===== config.mk =====
export PLATFORM = sky130hd
export DESIGN_NAME = predecoder
export DESIGN_NICKNAME = d
export VERILOG_FILES = /design/src/hw/d1_fetch_pkg.sv /design/src/hw/predecoder.sv
export VERILOG_INCLUDE_DIRS = /design/src /design/src/hw
export SDC_FILE = /design/constraint.sdc
export NUM_CORES = 1
export LEC_CHECK = 0
export ABC_AREA = 1
export BUFFER_PORTS_ARGS = -buffer_cell sky130_fd_sc_hd__buf_2
export CORE_ASPECT_RATIO = 1.5
export CORE_MARGIN = 10
export CORE_UTILIZATION = 55
export DETAILED_ROUTE_END_ITERATION = 6
export PLACE_DENSITY_LB_ADDON = 0.15
export SLEW_MARGIN = 20
export SYNTH_ARGS = -nofsm -noshare
export SYNTH_HDL_FRONTEND = slang
export SYNTH_SLANG_ARGS = --single-unit

===== constraint.sdc =====
create_clock -name vclk -period 3.4
set_clock_uncertainty 0.05 [all_clocks]
set_input_delay 0.17 -clock vclk [all_inputs]
set_output_delay 0.17 -clock vclk [all_outputs]
set_load 0.02 [all_outputs]

===== src/hw/d1_defines.svh =====
`ifndef D1_DEFINES_SVH
`define D1_DEFINES_SVH

// ------------------------------------------------------------------------
// Decode stage one sizing
// ------------------------------------------------------------------------

// Instruction and address width
`define D1_XLEN 32

// Instruction buffer line, 64 bytes
`define D1_LINE_BITS 512

// One valid bit per 128-bit region of the line
`define D1_REGIONS 4

// Global history length, also the pattern table index width
`define D1_BHR_BITS 10

`endif


===== src/hw/d1_fetch_pkg.sv =====
`include "d1_defines.svh"

package d1_fetch_pkg;

    // --------------------------------------------------------------------
    // Predecode encodings
    // --------------------------------------------------------------------

    // Instruction format as seen by the predecoder
    typedef enum logic [2:0]
    {
        FMT_R,
        FMT_I,
        FMT_S,
        FMT_B,
        FMT_U,
        FMT_J,
        FMT_COMPRESSED,
        FMT_ILLEGAL
    } opcode_format_e;

    // Major opcodes of the 32-bit base ISA, bits 6:0
    typedef enum logic [6:0]
    {
        OP_OP       = 7'b0110011,
        OP_IMM      = 7'b0010011,
        OP_LOAD     = 7'b0000011,
        OP_JALR     = 7'b1100111,
        OP_SYSTEM   = 7'b1110011,
        OP_MISC_MEM = 7'b0001111,
        OP_STORE    = 7'b0100011,
        OP_BRANCH   = 7'b1100011,
        OP_LUI      = 7'b0110111,
        OP_AUIPC    = 7'b0010111,
        OP_JAL      = 7'b1101111
    } opcode_e;

    // --------------------------------------------------------------------
    // Items entering and leaving D1
    // --------------------------------------------------------------------

    // Fetched line, byte 0 sits in bits 511:504
    typedef struct packed
    {
        logic [`D1_LINE_BITS-1:0] line;
        logic [`D1_REGIONS-1:0]   region_valid;
        logic [`D1_XLEN-1:0]      pc;
        logic                     exception;
    } fetch_line_t;

    // Predecode result offered to the next stage
    typedef struct packed
    {
        logic [`D1_XLEN-1:0] pc;
        logic [`D1_XLEN-1:0] instruction;
        logic                valid;
        logic                compressed;
        opcode_format_e      format;
        logic                exception;
        logic                resteer;
        logic                resteer_taken;
        logic [`D1_XLEN-1:0] resteer_target;
        logic                ras_push;
        logic                ras_pop;
        logic [`D1_XLEN-1:0] ras_ret_addr;
    } d1_result_t;

endpackage


===== src/hw/predecoder.sv =====
`timescale 1ns/1ps

`include "d1_defines.svh"

module predecoder
    import d1_fetch_pkg::*;
(
    input  logic [`D1_XLEN-1:0] window,
    input  logic                window_valid,
    input  logic [`D1_XLEN-1:0] pc,
    input  logic                exception,
    input  logic                predict_taken,
    output d1_result_t          result
);

    // Instruction in memory order, byte at pc in bits 7:0
    logic [`D1_XLEN-1:0] inst;
    opcode_e             op;
    opcode_format_e      fmt;

    // Register fields and immediates
    logic [4:0]          rd;
    logic [4:0]          rs1;
    logic                rd_link;
    logic                rs1_link;
    logic [`D1_XLEN-1:0] imm_j;
    logic [`D1_XLEN-1:0] imm_b;

    // Classification
    logic                is_compressed;
    logic                is_jal;
    logic                is_jalr;
    logic                is_branch;
    logic                cf_ok;

    // ------------------------------------------------------------------------
    // Field extraction
    // ------------------------------------------------------------------------

    // Window top byte is the byte at pc, little endian needs a byte swap
    assign inst = {window[7:0], window[15:8], window[23:16], window[31:24]};

    assign op            = opcode_e'(inst[6:0]);
    assign is_compressed = inst[1:0] != 2'b11;

    assign rd  = inst[11:7];
    assign rs1 = inst[19:15];

    // x1 and x5 are the link registers
    assign rd_link  = (rd == 5'd1) || (rd == 5'd5);
    assign rs1_link = (rs1 == 5'd1) || (rs1 == 5'd5);

    // J immediate, imm[20|10:1|11|19:12]
    assign imm_j = {{12{inst[31]}}, inst[19:12], inst[20], inst[30:21], 1'b0};

    // B immediate, imm[12|10:5] and imm[4:1|11]
    assign imm_b = {{20{inst[31]}}, inst[7], inst[30:25], inst[11:8], 1'b0};

    assign is_jal    = !is_compressed && (op == OP_JAL);
    assign is_jalr   = !is_compressed && (op == OP_JALR);
    assign is_branch = !is_compressed && (op == OP_BRANCH);

    // Control flow only from a clean, valid window
    assign cf_ok = window_valid && !exception;

    // ------------------------------------------------------------------------
    // Format decode
    // ------------------------------------------------------------------------

    always_comb
    begin
        if (is_compressed)
        begin
            // RVC is only flagged here
            fmt = FMT_COMPRESSED;
        end
        else
        begin
            case (op)
                OP_OP:
                    fmt = FMT_R;
                OP_IMM, OP_LOAD, OP_JALR, OP_SYSTEM, OP_MISC_MEM:
                    fmt = FMT_I;
                OP_STORE:
                    fmt = FMT_S;
                OP_BRANCH:
                    fmt = FMT_B;
                OP_LUI, OP_AUIPC:
                    fmt = FMT_U;
                OP_JAL:
                    fmt = FMT_J;
                default:
                    fmt = FMT_ILLEGAL;
            endcase
        end
    end

    // ------------------------------------------------------------------------
    // Result and early resteer
    // ------------------------------------------------------------------------

    always_comb
    begin
        result             = '0;
        result.pc          = pc;
        result.instruction = inst;
        result.valid       = window_valid;
        result.compressed  = is_compressed;
        result.format      = fmt;
        result.exception   = exception;

        if (cf_ok)
        begin
            // Fall-through address for a call
            result.ras_ret_addr = is_compressed ? pc + `D1_XLEN'(2) : pc + `D1_XLEN'(4);

            // Direct jump always redirects
            if (is_jal)
            begin
                result.resteer        = 1'b1;
                result.resteer_taken  = 1'b1;
                result.resteer_target = pc + imm_j;
            end
            // Conditional branch only on a taken prediction
            else if (is_branch && predict_taken)
            begin
                result.resteer        = 1'b1;
                result.resteer_taken  = 1'b1;
                result.resteer_target = pc + imm_b;
            end

            // Call writes a link register
            result.ras_push = (is_jal || is_jalr) && rd_link;

            // Return reads a link and writes none
            result.ras_pop = is_jalr && rs1_link && !rd_link;
        end
    end

endmodule


==> metrics.cfg <==
[final_layout]
syn_to_final_growth_pct=10.9
seq_cell_count=0
drive_gt1_frac=0.185
final_core_util=0.625
final_cells=1412
num-fill-cells=1163
clock_buffers=0
nNetsFinal=1411
regArea_um2=0
diodes=0

[die]
initial_core_util=0.564
core-area_mm2=0.0101
fp-row-count=45
pin_count=205
dieWidth_um=103
die_height_um=145
dieArea_mm2=0.0149

[logic_synthesis]
synth_most_common_cell=nand2_1
synth_top_area_frac=0.258
yosysSeqAreaShare=0
synth_area_leaders=nand2_1, inv_1, ha_1
netlist_top_cells_count=nand2_1, inv_1, nor2_1, a21oi_1, nand3_1
synthesis.nets=1282
avgSynthCellArea_um2=4.89
synth_warnings=0
yosysTopAreaCell=nand2_1
ys_types=44
syn_inst=1168
syn_area_mm2=0.00571

[grt]
grt_usage=0.293
grt-ovfl-total=0
antenna_found_initial=0
grt_pass1_vias=6941
grt_max_degree=42
grt_pass1_wl_mm=35.2

[drt]
drc=0
vias=7702
viasPerCell=5.45
wl_per_cell_um=16.7
drtIter0Drc=626
ant_nets=0
first_pass_iters=6
drt_wl_total_mm=23.5

[min_path]
hold_class=primary input to primary output
hp-start=window_valid
min_to=result[73]
min_path_cells=2

[cts]
cts_setup_buffers=0
hold_buffers=0
cts_resized=0

[critical_path]
critPathMaxStageDelay_ps=430
crit_arrival_ps=2440
worstPathCellList=buf_2 -> ha_1 -> nand2_1 -> nor2_1 -> nand2_1 -> nor3_1 -> nand2_1 -> nand3_1 -> nand3_1 -> nand2_1 -> nand2_1 -> nor2_1 -> buf_2
crit_path_end_kind=primary output
cp_max_fo=21
cp-start-kind=primary input
slowest_stage=ha_1
crit_top_cell=nand2_1
worstPathRequired_ps=3180
critPathKind=primary input to primary output

[placement]
pre_cts_slack_ps=788
place.gp.congestion=1.00
io_buffers=205
hpwl_mm=20.0
placed_cells=1412

[power]
p_total_mw=0.948
peakVddDrop_v=0.0000769
powerDensity_mw_per_mm2=150
power.leakage_nw=3.78

[timing]
drv_slew=0
fin_crit_sh=0.783
max_slew_margin=0.543
setup_tns_ps=0
worst_slack_ps=739
period_needed_ps=2660
fmax_mhz=376
setup_viol=0
worstMarginPinSlew_ps=680
hold_viol_final=0
rsz0062_at_grt=no

[status]
status=finished, final reports clean

[job]
drv_cap=0

## where the power goes
group | total, mW | switching (mW) | internal, mW
clock network | 0 | 0 | 0
registers | 0 | 0 | 0
logic | 0.948 | 0.658 | 0.290
total | 0.948 | 0.658 | 0.290
## final cells by class
| cell class | instances | area, µm² | share of cell area |
|---|---|---|---|
| Tap cell | 117 | 146 | 0.0231 |
| Inverter | 192 | 723 | 0.114 |
| Multi-Input combinational cell | 895 | 4410 | 0.697 |
| Timing Repair Buffer | 208 | 1050 | 0.166 |
## cells in the final DEF, fill, tap and decap left out, drive strengths merged, types with 4 or more instances in the layout
cell type	count
ha	45
nand3	80
nand4	19
or2	4
nor3	26
nor2	140
nand2	398
nor4	8
o21ai	42
o21a	7
buf	208
xnor2	5
o21bai	9
inv	192
a21oi	92
## metal layers
layer / vias up / global-route usage / part of all wire
met5: - / 0 / 0
met4: 0 / 0.136 / 0.052
met1: 3344 / 0.316 / 0.36
li1: 3897 / - / -
met3: 77 / 0.0346 / 0.085
met2: 384 / 0.544 / 0.50
## worst max path at each step
stage                     from    endpoint  slack, ps  cells past startpoint
finish               window[7]  result[62]        740                     13
CTS                  window[7]  result[62]        780                     13
floorplan           window[16]  result[55]       1350                     14
global route         window[7]  result[58]        500                     13
global placement     window[7]  result[55]        790                     15
detailed placement   window[7]  result[62]        790                     13
## cells by family after synthesis
family                   share of synthesized area
AND/OR/NAND/NOR                              0.501
buffers and inverters                        0.228
AO/OA/AOI/OAI                                0.153
adder cells (fa/ha/maj)                      0.106
XOR/XNOR                                    0.0123
## per-stage QoR
stage | hold WS, ps | area (µm²)
finish | 527 | 6330
global route | 536 | 6330
CTS | 531 | 6330
floorplan | 403 | 5710
global placement | 528 | 6330
detailed placement | 531 | 6330
## critical path: cells and delay by family
family / cells / cell delay [ps]
adder cells (fa/ha/maj): 1 / 430
buffers and inverters: 2 / 560
AND/OR/NAND/NOR: 10 / 1250
Note: power is estimated with default switching activity, not from simulation.
