### src/hw/d1_defines.svh
`ifndef D1_DEFINES_SVH
`define D1_DEFINES_SVH

// ------------------------------------------------------------------------
// Decode stage one sizing
// ------------------------------------------------------------------------

// Instruction and address width
`define D1_XLEN 32

// Instruction buffer line, 64 bytes
`define D1_LINE_BITS 512

// One valid bit per 128-bit region of the line
`define D1_REGIONS 4

// Global history length, also the pattern table index width
`define D1_BHR_BITS 10

`endif

### src/hw/byte_rotator.sv
`timescale 1ns/1ps

`include "d1_defines.svh"

module byte_rotator
(
    input  logic [`D1_LINE_BITS-1:0] data_in,
    input  logic [5:0]               shift,
    input  logic [`D1_REGIONS-1:0]   ibuff_valid,
    output logic [`D1_XLEN-1:0]      data_out,
    output logic                     valid_out
);

    // Shift amounts in bits
    logic [8:0]               bit_shift;
    logic [9:0]               back_shift;
    logic [`D1_LINE_BITS-1:0] rotated;

    // Window bounds in the unrotated line
    logic [8:0]               start_index;
    logic [8:0]               end_index;
    logic                     wraps;
    logic [1:0]               region_start;
    logic [1:0]               region_end;

    // ------------------------------------------------------------------------
    // Rotation
    // ------------------------------------------------------------------------

    // Byte offset times eight
    assign bit_shift = {shift, 3'b000};

    // Complement for the wrap-around half, 512 at shift zero drops everything
    assign back_shift = 10'(`D1_LINE_BITS) - {1'b0, bit_shift};

    // Rotate left so the byte at the offset lands in the top byte
    assign rotated = (data_in << bit_shift) | (data_in >> back_shift);

    // Window is the top XLEN bits
    assign data_out = rotated[`D1_LINE_BITS-1 -: `D1_XLEN];

    // ------------------------------------------------------------------------
    // Validity
    // ------------------------------------------------------------------------

    // MSB of the window in the original line
    assign start_index = 9'(`D1_LINE_BITS - 1) - bit_shift;

    // Fewer than XLEN bits left below the start means a wrap
    assign wraps = start_index < 9'(`D1_XLEN - 1);

    // LSB of the window, only meaningful without a wrap
    assign end_index = start_index - 9'(`D1_XLEN - 1);

    // Region 0 is the top quarter, so invert the two top index bits
    assign region_start = ~start_index[8:7];
    assign region_end   = ~end_index[8:7];

    // Whole window inside one valid region
    assign valid_out = !wraps
                       && (region_start == region_end)
                       && ibuff_valid[region_start];

endmodule

### config.mk
export PLATFORM = sky130hd
export DESIGN_NAME = byte_rotator
export DESIGN_NICKNAME = d
export VERILOG_FILES = /design/src/hw/byte_rotator.sv
export VERILOG_INCLUDE_DIRS = /design/src /design/src/hw
export SDC_FILE = /design/constraint.sdc
export NUM_CORES = 1
export LEC_CHECK = 0
export ABC_AREA = 1
export BUFFER_PORTS_ARGS = -buffer_cell sky130_fd_sc_hd__buf_2
export CAP_MARGIN = 20
export CORE_MARGIN = 1
export CORE_UTILIZATION = 25
export DETAILED_ROUTE_END_ITERATION = 8
export PLACE_DENSITY = 0.5
export SETUP_SLACK_MARGIN = 0.05
export SLEW_MARGIN = 20
export SYNTH_ARGS = -nofsm -noshare
export SYNTH_HDL_FRONTEND = slang
export SYNTH_SLANG_ARGS = --single-unit
### constraint.sdc
create_clock -name vclk -period 2.1
set_input_delay 0 -clock vclk [all_inputs]
set_output_delay 0 -clock vclk [all_outputs]
set_load 0.02 [all_outputs]
==> results of run 1 <==
-- report_power, final --
part	leakage [nW]	internal, W	switching [W]
Combinational	13.1	0.00195	0.00377
Sequential	0	0	0
Clock	0.000203	0.00000000205	0
-- layout by cell type (no fill, tap or decap), types with 2 or more instances in the layout --
| master | synthesis | layout |
|---|---|---|
| nand3b_1 | 5 | 5 |
| nor3_1 | 3 | 3 |
| inv_1 | 235 | 235 |
| nand2_2 | 1 | 3 |
| clkbuf_4 | 0 | 2 |
| a21o_1 | 9 | 9 |
| inv_2 | 8 | 2 |
| o21ai_0 | 101 | 99 |
| a21oi_1 | 108 | 108 |
| nor2_1 | 143 | 141 |
| clkinv_1 | 2 | 2 |
| and2_1 | 5 | 5 |
| inv_8 | 0 | 3 |
| buf_12 | 0 | 49 |
| buf_16 | 0 | 7 |
| nand2_1 | 2269 | 2266 |
| buf_4 | 3 | 110 |
| o211ai_1 | 37 | 37 |
| buf_6 | 0 | 4 |
| inv_6 | 0 | 2 |
| nand4_1 | 9 | 9 |
| a31oi_1 | 3 | 3 |
| nor2_4 | 0 | 2 |
| nand3_1 | 833 | 831 |
| buf_2 | 162 | 551 |
| diode_2 | 0 | 32 |
| or2_2 | 26 | 26 |
| xor2_1 | 3 | 3 |
| nand3_2 | 1 | 3 |
| clkbuf_16 | 0 | 6 |
-- metal layers --
| layer | vias up | part of all wire (%) |
|---|---|---|
| met3 | 163 | 11 |
| met2 | 1595 | 42 |
| met4 | 58 | 2.9 |
| met1 | 12600 | 44 |
| li1 | 13900 | - |
| met5 | - | 0.32 |
-- per-stage QoR --
stage | setup WS, ns | cells | instance area [um2] | setup TNS, ns
floorplan | 0.154 | 4109 | 17300 | 0
global placement | -0.287 | 5461 | 21900 | -0.514
detailed placement | -0.291 | 5461 | 21900 | -0.519
CTS | 0.0631 | 5461 | 21900 | 0
global route | 0.00902 | 5487 | 22200 | 0
finish | 0.0806 | 5499 | 22300 | 0
-- worst paths after layout --
kind / startpoint / end / slack (ns) / depth (start not counted)
setup / recovery: shift[1] / data_out[27] / 0.08 / 12
hold / removal: ibuff_valid[2] / valid_out / 0.45 / 6
-- timing repair --
action                                  CTS  global route
gates resized for setup                   2            20
endpoints found under the setup margin    2            31
cloned                                    0             6
-- logic make-up after synthesis --
family	after synthesis	share of synthesized area [%]
XOR/XNOR	4	0.246
buffers and inverters	549	13.2
AND/OR/NAND/NOR	3297	78.4
adder cells (fa/ha/maj)	1	0.0723
AO/OA/AOI/OAI	258	8.15
-- tightest hold or removal path: stages --
cell     delay (ns)
buf_2          0.08
nand2_1        0.04
nand3_1        0.07
nand3_1        0.07
inv_1          0.05
buf_2          0.15
-- cell type report --
class	instances	share of cell area (%)
inverters	245	4.28
multi-input cells	3560	67.7
diodes	32	0.360
well taps	931	5.23
repair buffers	731	22.4
==> metrics.md, run 1 <==
| Metric | Value |
|---|---|
| Syn avg cell area | ~4.2 um2 |
| Leak | between 10 and 15 nW |
| Ratio of cells with drive above 1 in the final layout | between 10% and 20% |
| Final slew viol count | 0 |
| Outcome | complete, no violations |
| Post-DR vias/cell | roughly 5.2 |
| Total gr overflow | 0 |
| RSZ-0062 raised after global routing | yes |
| Fillcell total | between 8,000 and 9,000 |
| Setup Fix Bufs, Post-CTS | 0 |
| Worst-margin pin slew | 0.600 ns |
| CP required | approximately 2.1 ns |
| M3 GR Usage | just under 7% |
| Worst setup EP type | primary output |
| Sequential area share after synthesis | 0% |
| Pin count of the biggest net entering global routing | around 100 |
| Synthesis-to-finish area growth | 28.7% |
| DRT iter0 DRCs | approximately 4,000 |
| PD cells | 257 mW/mm2 |
| Crit path buf inv count | 5 |
| Placeable Area | a little under 0.07 mm2 |
| Startpoint types | input port |
| Critical-path cell list | clkbuf_8 > inv_8 > buf_12 > buf_4 > nand3_1 > nand3_1 > nand3_1 > nand3_1 > nand2_1 > nand2_1 > nand3_1 > buf_2 |
| Vias in the first global route | approximately 25,000 |
| Initial antenna violation count | 63 |
| Die Span X | approximately 270 um |
| Max frequency | roughly 500 MHz |
| Reg area | 0 um2 |
| # clk buffers | 0 |
| Post-synth top area share | roughly half |
| Die Height | roughly 270 um |
| Finished Core Util | between 30 and 40% |
| Area of the multi-input gates | around 0.015 mm2 |
| DRC viols | 0 |
| Tot GR Track Use | just over 30% |
| Final worst-path cycle share | between 90% and 100% |
| Hold slack | roughly 0.45 ns |
| Synth cell count leaders | nand2_1, nand3_1, inv_1, buf_2, nor2_1 |
| Area leader, netlist | nand2_1 |
| Most Used Layer, Global Route | met2 |
| DR WL/cell | around 21 um |
| Delay-heaviest family, CP | simple AND/OR/NAND/NOR gates |
| Pre-antenna DRT Iters | 6 |
| Die footprint | between 0.07 and 0.08 mm2 |
| Seq_cells | 0 |
| Top cells by area, synth | nand2_1, nand3_1, inv_1 |
| Hpwl dp | about 93,000 um |
| Final WL | between 100,000 and 150,000 um |
| Post-Syn Instances | roughly 4,100 |
| Endpoints failing hold | 0 |
| Worst hold-check path type | in2out |
| GRT met2 Usage | between 40% and 50% |
| Max Cap Violations | 0 |
| Initial cell density of the core | approximately 25% |
| Worst Path Max Fanout | 17 |
| Port Buf Inserts | between 500 and 600 |
| VDD IR max | around 0.14 mV |
| Critical path's most frequent cell | nand3_1 |
| Max stage delay cell, worst path | nand3_1 |
| Hold buffer count at CTS | 0 |
| Library cells used by synthesis | 28 |
| Synthesized area | 0.0173 mm2 |
| Post-Syn Nets | approximately 4,600 |
| Row count | 96 |
| Net count reported at finish | a little over 5,000 |
| WS Path Type | in2out |
| RePlAce Congestion | around 1 |
| Antenna-violating nets left | 0 |
| CP peak stage delay | 0.26 ns |
| I/O Pins | roughly 560 |
| DR vias | ~28,000 |
| Ys Warns | 0 |
| Setup violators final | 0 |
| Crit path arrival time | 2.02 ns |
| Count leader, synth | nand2_1 |
| Global-route wire length before repair | about 160,000 um |
| Total power | ~0.0057 W |
| Min Tclk post-route | 2.02 ns |
| Met1 GRT Util | between 40 and 50% |
| Rel. slew slack | between 60 and 70% |
No activity file was read; power rests on OpenSTA's default activity.
==> run 2: changes to the inputs <==
- REMOVE_ABC_BUFFERS: not set -> 1
- SETUP_SLACK_MARGIN: 0.05 -> 0.2
==> run 2 against run 1 <==
Against the previous run: first-iteration DRC count fell by 14%; sequential cell count is the same; worst hold slack worse by 0.013 ns; cell count decreased by 0.80%; via count grew 0.20%; worst setup slack improved by 0.13 ns; critical path depth is the same; sequential share of layout area stayed put; non-clock buffer count down 30; largest cell class unchanged; largest power group unchanged; highest routed layer unchanged.
==> metrics.md, run 2 (same netlist as run 1, synthesis figures left out) <==
| Metric | Value |
|---|---|
| Seq_cells | 0 |
| Finished Core Util | about a third |
| Critical path's most frequent cell | nand2_1 |
| Outcome | complete, no violations |
| Place WS | -0.0173 ns |
| Final worst-path cycle share | about nine tenths |
| Hold Path Cell Cnt | 6 |
| Antenna-violating nets left | 0 |
| Net count reported at finish | a little over 5,000 |
| CP peak stage delay | 0.22 ns |
| TNS Setup | 0 ns |
| Min Tclk post-route | around 1.9 ns |
| Setup violators final | 0 |
| Setup crit start | shift[1] |
| VDD IR max | around 0.14 mV |
| RSZ-0062 raised after global routing | yes |
| DRT iter0 DRCs | 3,473 |
| Delay-heaviest family, CP | simple AND/OR/NAND/NOR gates |
| Max Cap Violations | 0 |
| Post-DR vias/cell | between 5 and 6 |
| PD cells | 245 mW/mm2 |
| # clk buffers | 0 |
| Fillcell total | between 8,000 and 9,000 |
| Worst setup EP type | primary output |
| RePlAce Congestion | around 0.95 |
| Initial antenna violation count | 24 |
| Critical path endpoint | data_out[12] |
| Pin count of the biggest net entering global routing | 94 |
| Hpwl dp | 71,400 um |
| Placeable Area | ~0.069 mm2 |
| CP Depth | 12 |
| Port Buf Inserts | approximately 560 |
| Die Height | roughly 270 um |
| Most common cell after layout, fill and taps aside | nand2_1 |
| Global-route wire length before repair | roughly 150,000 um |
| Hold buffer count at CTS | 0 |
| Final setup margin | 0.214 ns |
| Worst hold-check path type | in2out |
| Ratio of cells with drive above 1 in the final layout | 16.8% |
| Rel. slew slack | about three fifths |
| Crit path buf inv count | 5 |
| Worst-margin pin slew | around 0.58 ns |
| Critical-path cell list | clkbuf_8 > inv_8 > ha_1 > inv_1 > nor2_1 > nand2_1 > xor2_4 > nor3_4 > buf_6 > nand2_1 > nand3_1 > buf_2 |
| Leak | ~13 nW |
| Crit path arrival time | between 1.5 and 2 ns |
| Final Instance Area | between 0.02 and 0.025 mm2 |
| Total gr overflow | 0 |
| DR WL/cell | between 15 and 20 um |
| Final WL | between 100,000 and 150,000 um |
| Endpoints failing hold | 0 |
| DR vias | roughly 28,000 |
| Vias in the first global route | roughly 25,000 |
| Pre-antenna DRT Iters | 9 |
| Max stage delay cell, worst path | xor2_4 |
| Reg area | 0 um2 |
| Commonest non-fill, non-tap cells in the layout | nand2_1, nand3_1, buf_2 |
| Worst Path Max Fanout | 10 |
| Hold slack | around 0.44 ns |
| I/O Pins | 555 |
| Die footprint | 0.0703 mm2 |
| Row count | 96 |
| WS Path Type | in2out |
| Final slew viol count | 0 |
| DRC viols | 0 |
| Startpoint types | input port |
| Tot GR Track Use | around a quarter |
| Synthesis-to-finish area growth | 31.1% |
| CP required | around 2.1 ns |
| Initial cell density of the core | around 25% |
| Die Span X | ~270 um |
| Max frequency | around 530 MHz |
| DP Area | 0.0212 mm2 |
==> run 2: changes by cell type in the layout (fill, tap and decap cells not counted), sizes merged <==
cell and change:
buf -48, diode -14, clkbuf +10, bufbuf +8, clkinv +1, inv -1
==> run 2: through the flow <==
step                instances  total power, W
global route             5450         0.00612
finish                   5455         0.00556
global placement         5401         0.00502
floorplan                3805         0.00282
detailed placement       5401         0.00502
CTS                      5415         0.00526
==> run 2: worst min-delay path by stage <==
stage              startpoint           end
6_report       ibuff_valid[0]     valid_out
5_1_grt        ibuff_valid[1]     valid_out
4_1_cts        ibuff_valid[0]     valid_out
3_5_place_dp   ibuff_valid[0]     valid_out
3_3_place_gp   ibuff_valid[0]     valid_out
2_1_floorplan        shift[5]  data_out[14]
==> run 2: final cells by class <==
cell class                      count  area [um2]  area share [%]
Tap cell                          931        1160            5.13
Multi-Input combinational cell   3560       15100            66.7
Timing Repair Buffer              701        5350            23.6
Inverter                          245         992            4.37
Antenna cell                       18        45.0           0.198
==> run 2: routing by layer <==
layer  global-route usage (%)  up-vias  share of wire [%]
met4                     6.80       14                2.8
met5                        0        -              0.082
met2                     45.0     1662                 46
met1                     35.7    12700                 42
li1                         -    13800                  -
met3                     2.71      194                9.2
==> run 2: what timing repair did <==
item | in CTS | in global routing
endpoints found under the setup margin | 31 | 32
setup buffers | 1 | 5
gates resized for setup | 40 | 78
gates cloned | 13 | 17
hold endpoints to repair | 0 | 0
==> run 2: where the power goes <==
group	total [W]	internal [W]	switching [W]
registers	0	0	0
clock network	0.00000000115	0.00000000115	0
logic	0.00556	0.00204	0.00353
==> run 3: changes to the inputs <==
- BUFFER_PORTS_ARGS: -buffer_cell sky130_fd_sc_hd__buf_2 -> not set
- DONT_BUFFER_PORTS: not set -> 1
- PLACE_DENSITY: 0.5 -> 0.43
==> run 3 against run 2 <==
Against the previous run: the flow now finishes with violations (max-slew violations, negative setup slack); cell count fell by 11%; non-clock buffer count fell by 582; sequential share of layout area did not move; final area fell by 15%; via count fell by 11%; worst hold slack got worse by 0.21 ns; fmax fell by 55%; global-route usage fell by 1.2 points; critical path type unchanged; highest routed layer unchanged.
==> metrics.md, run 3 (same netlist as run 1, synthesis figures left out) <==
| Metric | Value |
|---|---|
| Outcome | complete, but fails checks |
| Failing checks | max-slew violations, negative setup slack |
| Seq_cells | 0 |
| Most common cell after layout, fill and taps aside | nand2_1 |
| Clock Power Share | 0% |
| Tot GR Track Use | roughly a quarter |
| Hold buffer count at CTS | 0 |
| Critical-path cell list | o21ai_0 > nand2_1 > nand3_1 > nand2_1 > nand3_1 > nand2_1 > nand2_1 > nand3_2 |
| Delay-heaviest family, CP | compound AO/OA/AOI/OAI gates |
| Total gr overflow | 0 |
| Vias in the first global route | 22,700 |
| Worst-margin pin slew | around 4 ns |
| Crit path arrival time | around 4.2 ns |
| WS Path Type | in2out |
| Fillcell total | around 8,300 |
| Max stage delay cell, worst path | o21ai_0 |
| Pre-antenna DRT Iters | 6 |
| Critical path's most frequent cell | nand2_1 |
| Die Height | 265 um |
| RSZ-0062 raised after global routing | yes |
| Crit path buf inv count | 0 |
| Initial cell density of the core | between 20% and 30% |
| I/O Pins | approximately 560 |
| Final WL | just under 100,000 um |
| Flop pwr share | 0% |
| Net Sw Frac | 62.7% |
| DRT iter0 DRCs | roughly 2,500 |
| # clk buffers | 0 |
| Worst Path Max Fanout | between 600 and 700 |
| Global-route wire length before repair | 139,000 um |
| N_diodes | 0 |
| Worst hold-check path type | in2out |
| CP peak stage delay | ~1.4 ns |
| RePlAce Congestion | a little over 0.9 |
| Final slew viol count | 473 |
| Hold slack | about 0.23 ns |
| VDD IR max | between 0.1 and 0.15 mV |
| Antenna-violating nets left | 0 |
| Combinational Power Share | 100.0% |
| Placeable Area | about 0.069 mm2 |
| Rel. slew slack | -172% |
| Worst setup EP type | primary output |
| Leak | about 11 nW |
| P_int | around 0.0016 W |
| Max frequency | roughly 240 MHz |
| Area of the multi-input gates | between 0.015 and 0.02 mm2 |
| Pin count of the biggest net entering global routing | ~610 |
| Row count | between 90 and 100 |
| Hpwl dp | between 60,000 and 70,000 um |
| Psw | ~0.0027 W |
| Initial antenna violation count | 3 |
| CP required | 2.10 ns |
| Net count reported at finish | approximately 4,400 |
| Final worst-path cycle share | 199% |
| Die footprint | about 0.070 mm2 |
| Finished Layout Cells | ~4,900 |
| PD cells | roughly 230 mW/mm2 |
| Ratio of cells with drive above 1 in the final layout | between 4 and 5% |
| Commonest non-fill, non-tap cells in the layout | nand2_1, nand3_1, inv_1 |
| Reg area | 0 um2 |
| Startpoint types | input port |
| Synthesis-to-finish area growth | 10.8% |
| Post-DR vias/cell | 5.22 |
| Max Cap Violations | 0 |
| Endpoints failing hold | 0 |
| Min Tclk post-route | ~4.2 ns |
| Final setup margin | -2.08 ns |
| Die Span X | about 270 um |
| Port Buf Inserts | 0 |
| Placed cell count | approximately 4,800 |
| TNS Setup | -61.34 ns |
| DR WL/cell | 19.8 um |
| DR vias | between 20,000 and 30,000 |
| Setup violators final | 33 |
| DRC viols | 0 |
## run 3: path summary, 6_finish.rpt
| check | start | to | slack (ns) | cells after the start |
|---|---|---|---|---|
| max | shift[0] | data_out[3] | -2.08 | 8 |
| min | shift[5] | data_out[20] | 0.23 | 2 |
## run 3: power by group through the flow
stage	logic (W)	registers (W)	clock network, W
2_1_floorplan	0.00282	0	0
3_3_place_gp	0.00396	0	0
3_5_place_dp	0.00396	0	0
4_1_cts	0.00410	0	0
5_1_grt	0.00477	0	0
6_report	0.00432	0	0
## run 3: repair_timing
item	CTS	global route
gates resized for setup	21	71
buffers inserted	1	15
pin swaps	0	6
setup endpoints to repair	23	32
gates cloned	8	9
hold endpoints to repair	0	0
## run 3: per-layer routing
| layer | wire, um | vias to the layer above | global-route usage, % | part of all wire, % |
|---|---|---|---|---|
| met2 | 45100 | 1168 | 44.0 | 47 |
| met3 | 9270 | 181 | 6.39 | 9.6 |
| met1 | 38500 | 11300 | 30.4 | 40 |
| li1 | - | 12600 | - | - |
| met5 | 21 | - | 0 | 0.022 |
| met4 | 3370 | 4 | 8.19 | 3.5 |
## run 3: cell type report
cell class | count | share of cell area (%)
inverter | 245 | 5.22
multi-input combinational | 3560 | 79.4
tap | 931 | 6.07
timing repair buffer | 119 | 9.28
## run 3: metrics by stage
| stage | total power, W | worst slack, ns | cell area (um2) | util [%] |
|---|---|---|---|---|
| final | 0.00432 | -2.08 | 19200 | 28.0 |
| after global routing | 0.00477 | 0.134 | 19200 | 28.0 |
| after CTS | 0.00410 | 0.179 | 18500 | 27.0 |
| after detailed placement | 0.00396 | 0.00445 | 18100 | 26.5 |
| after global placement | 0.00396 | 0.0205 | 18100 | 26.5 |
| after floorplan | 0.00282 | -4.29 | 15900 | - |
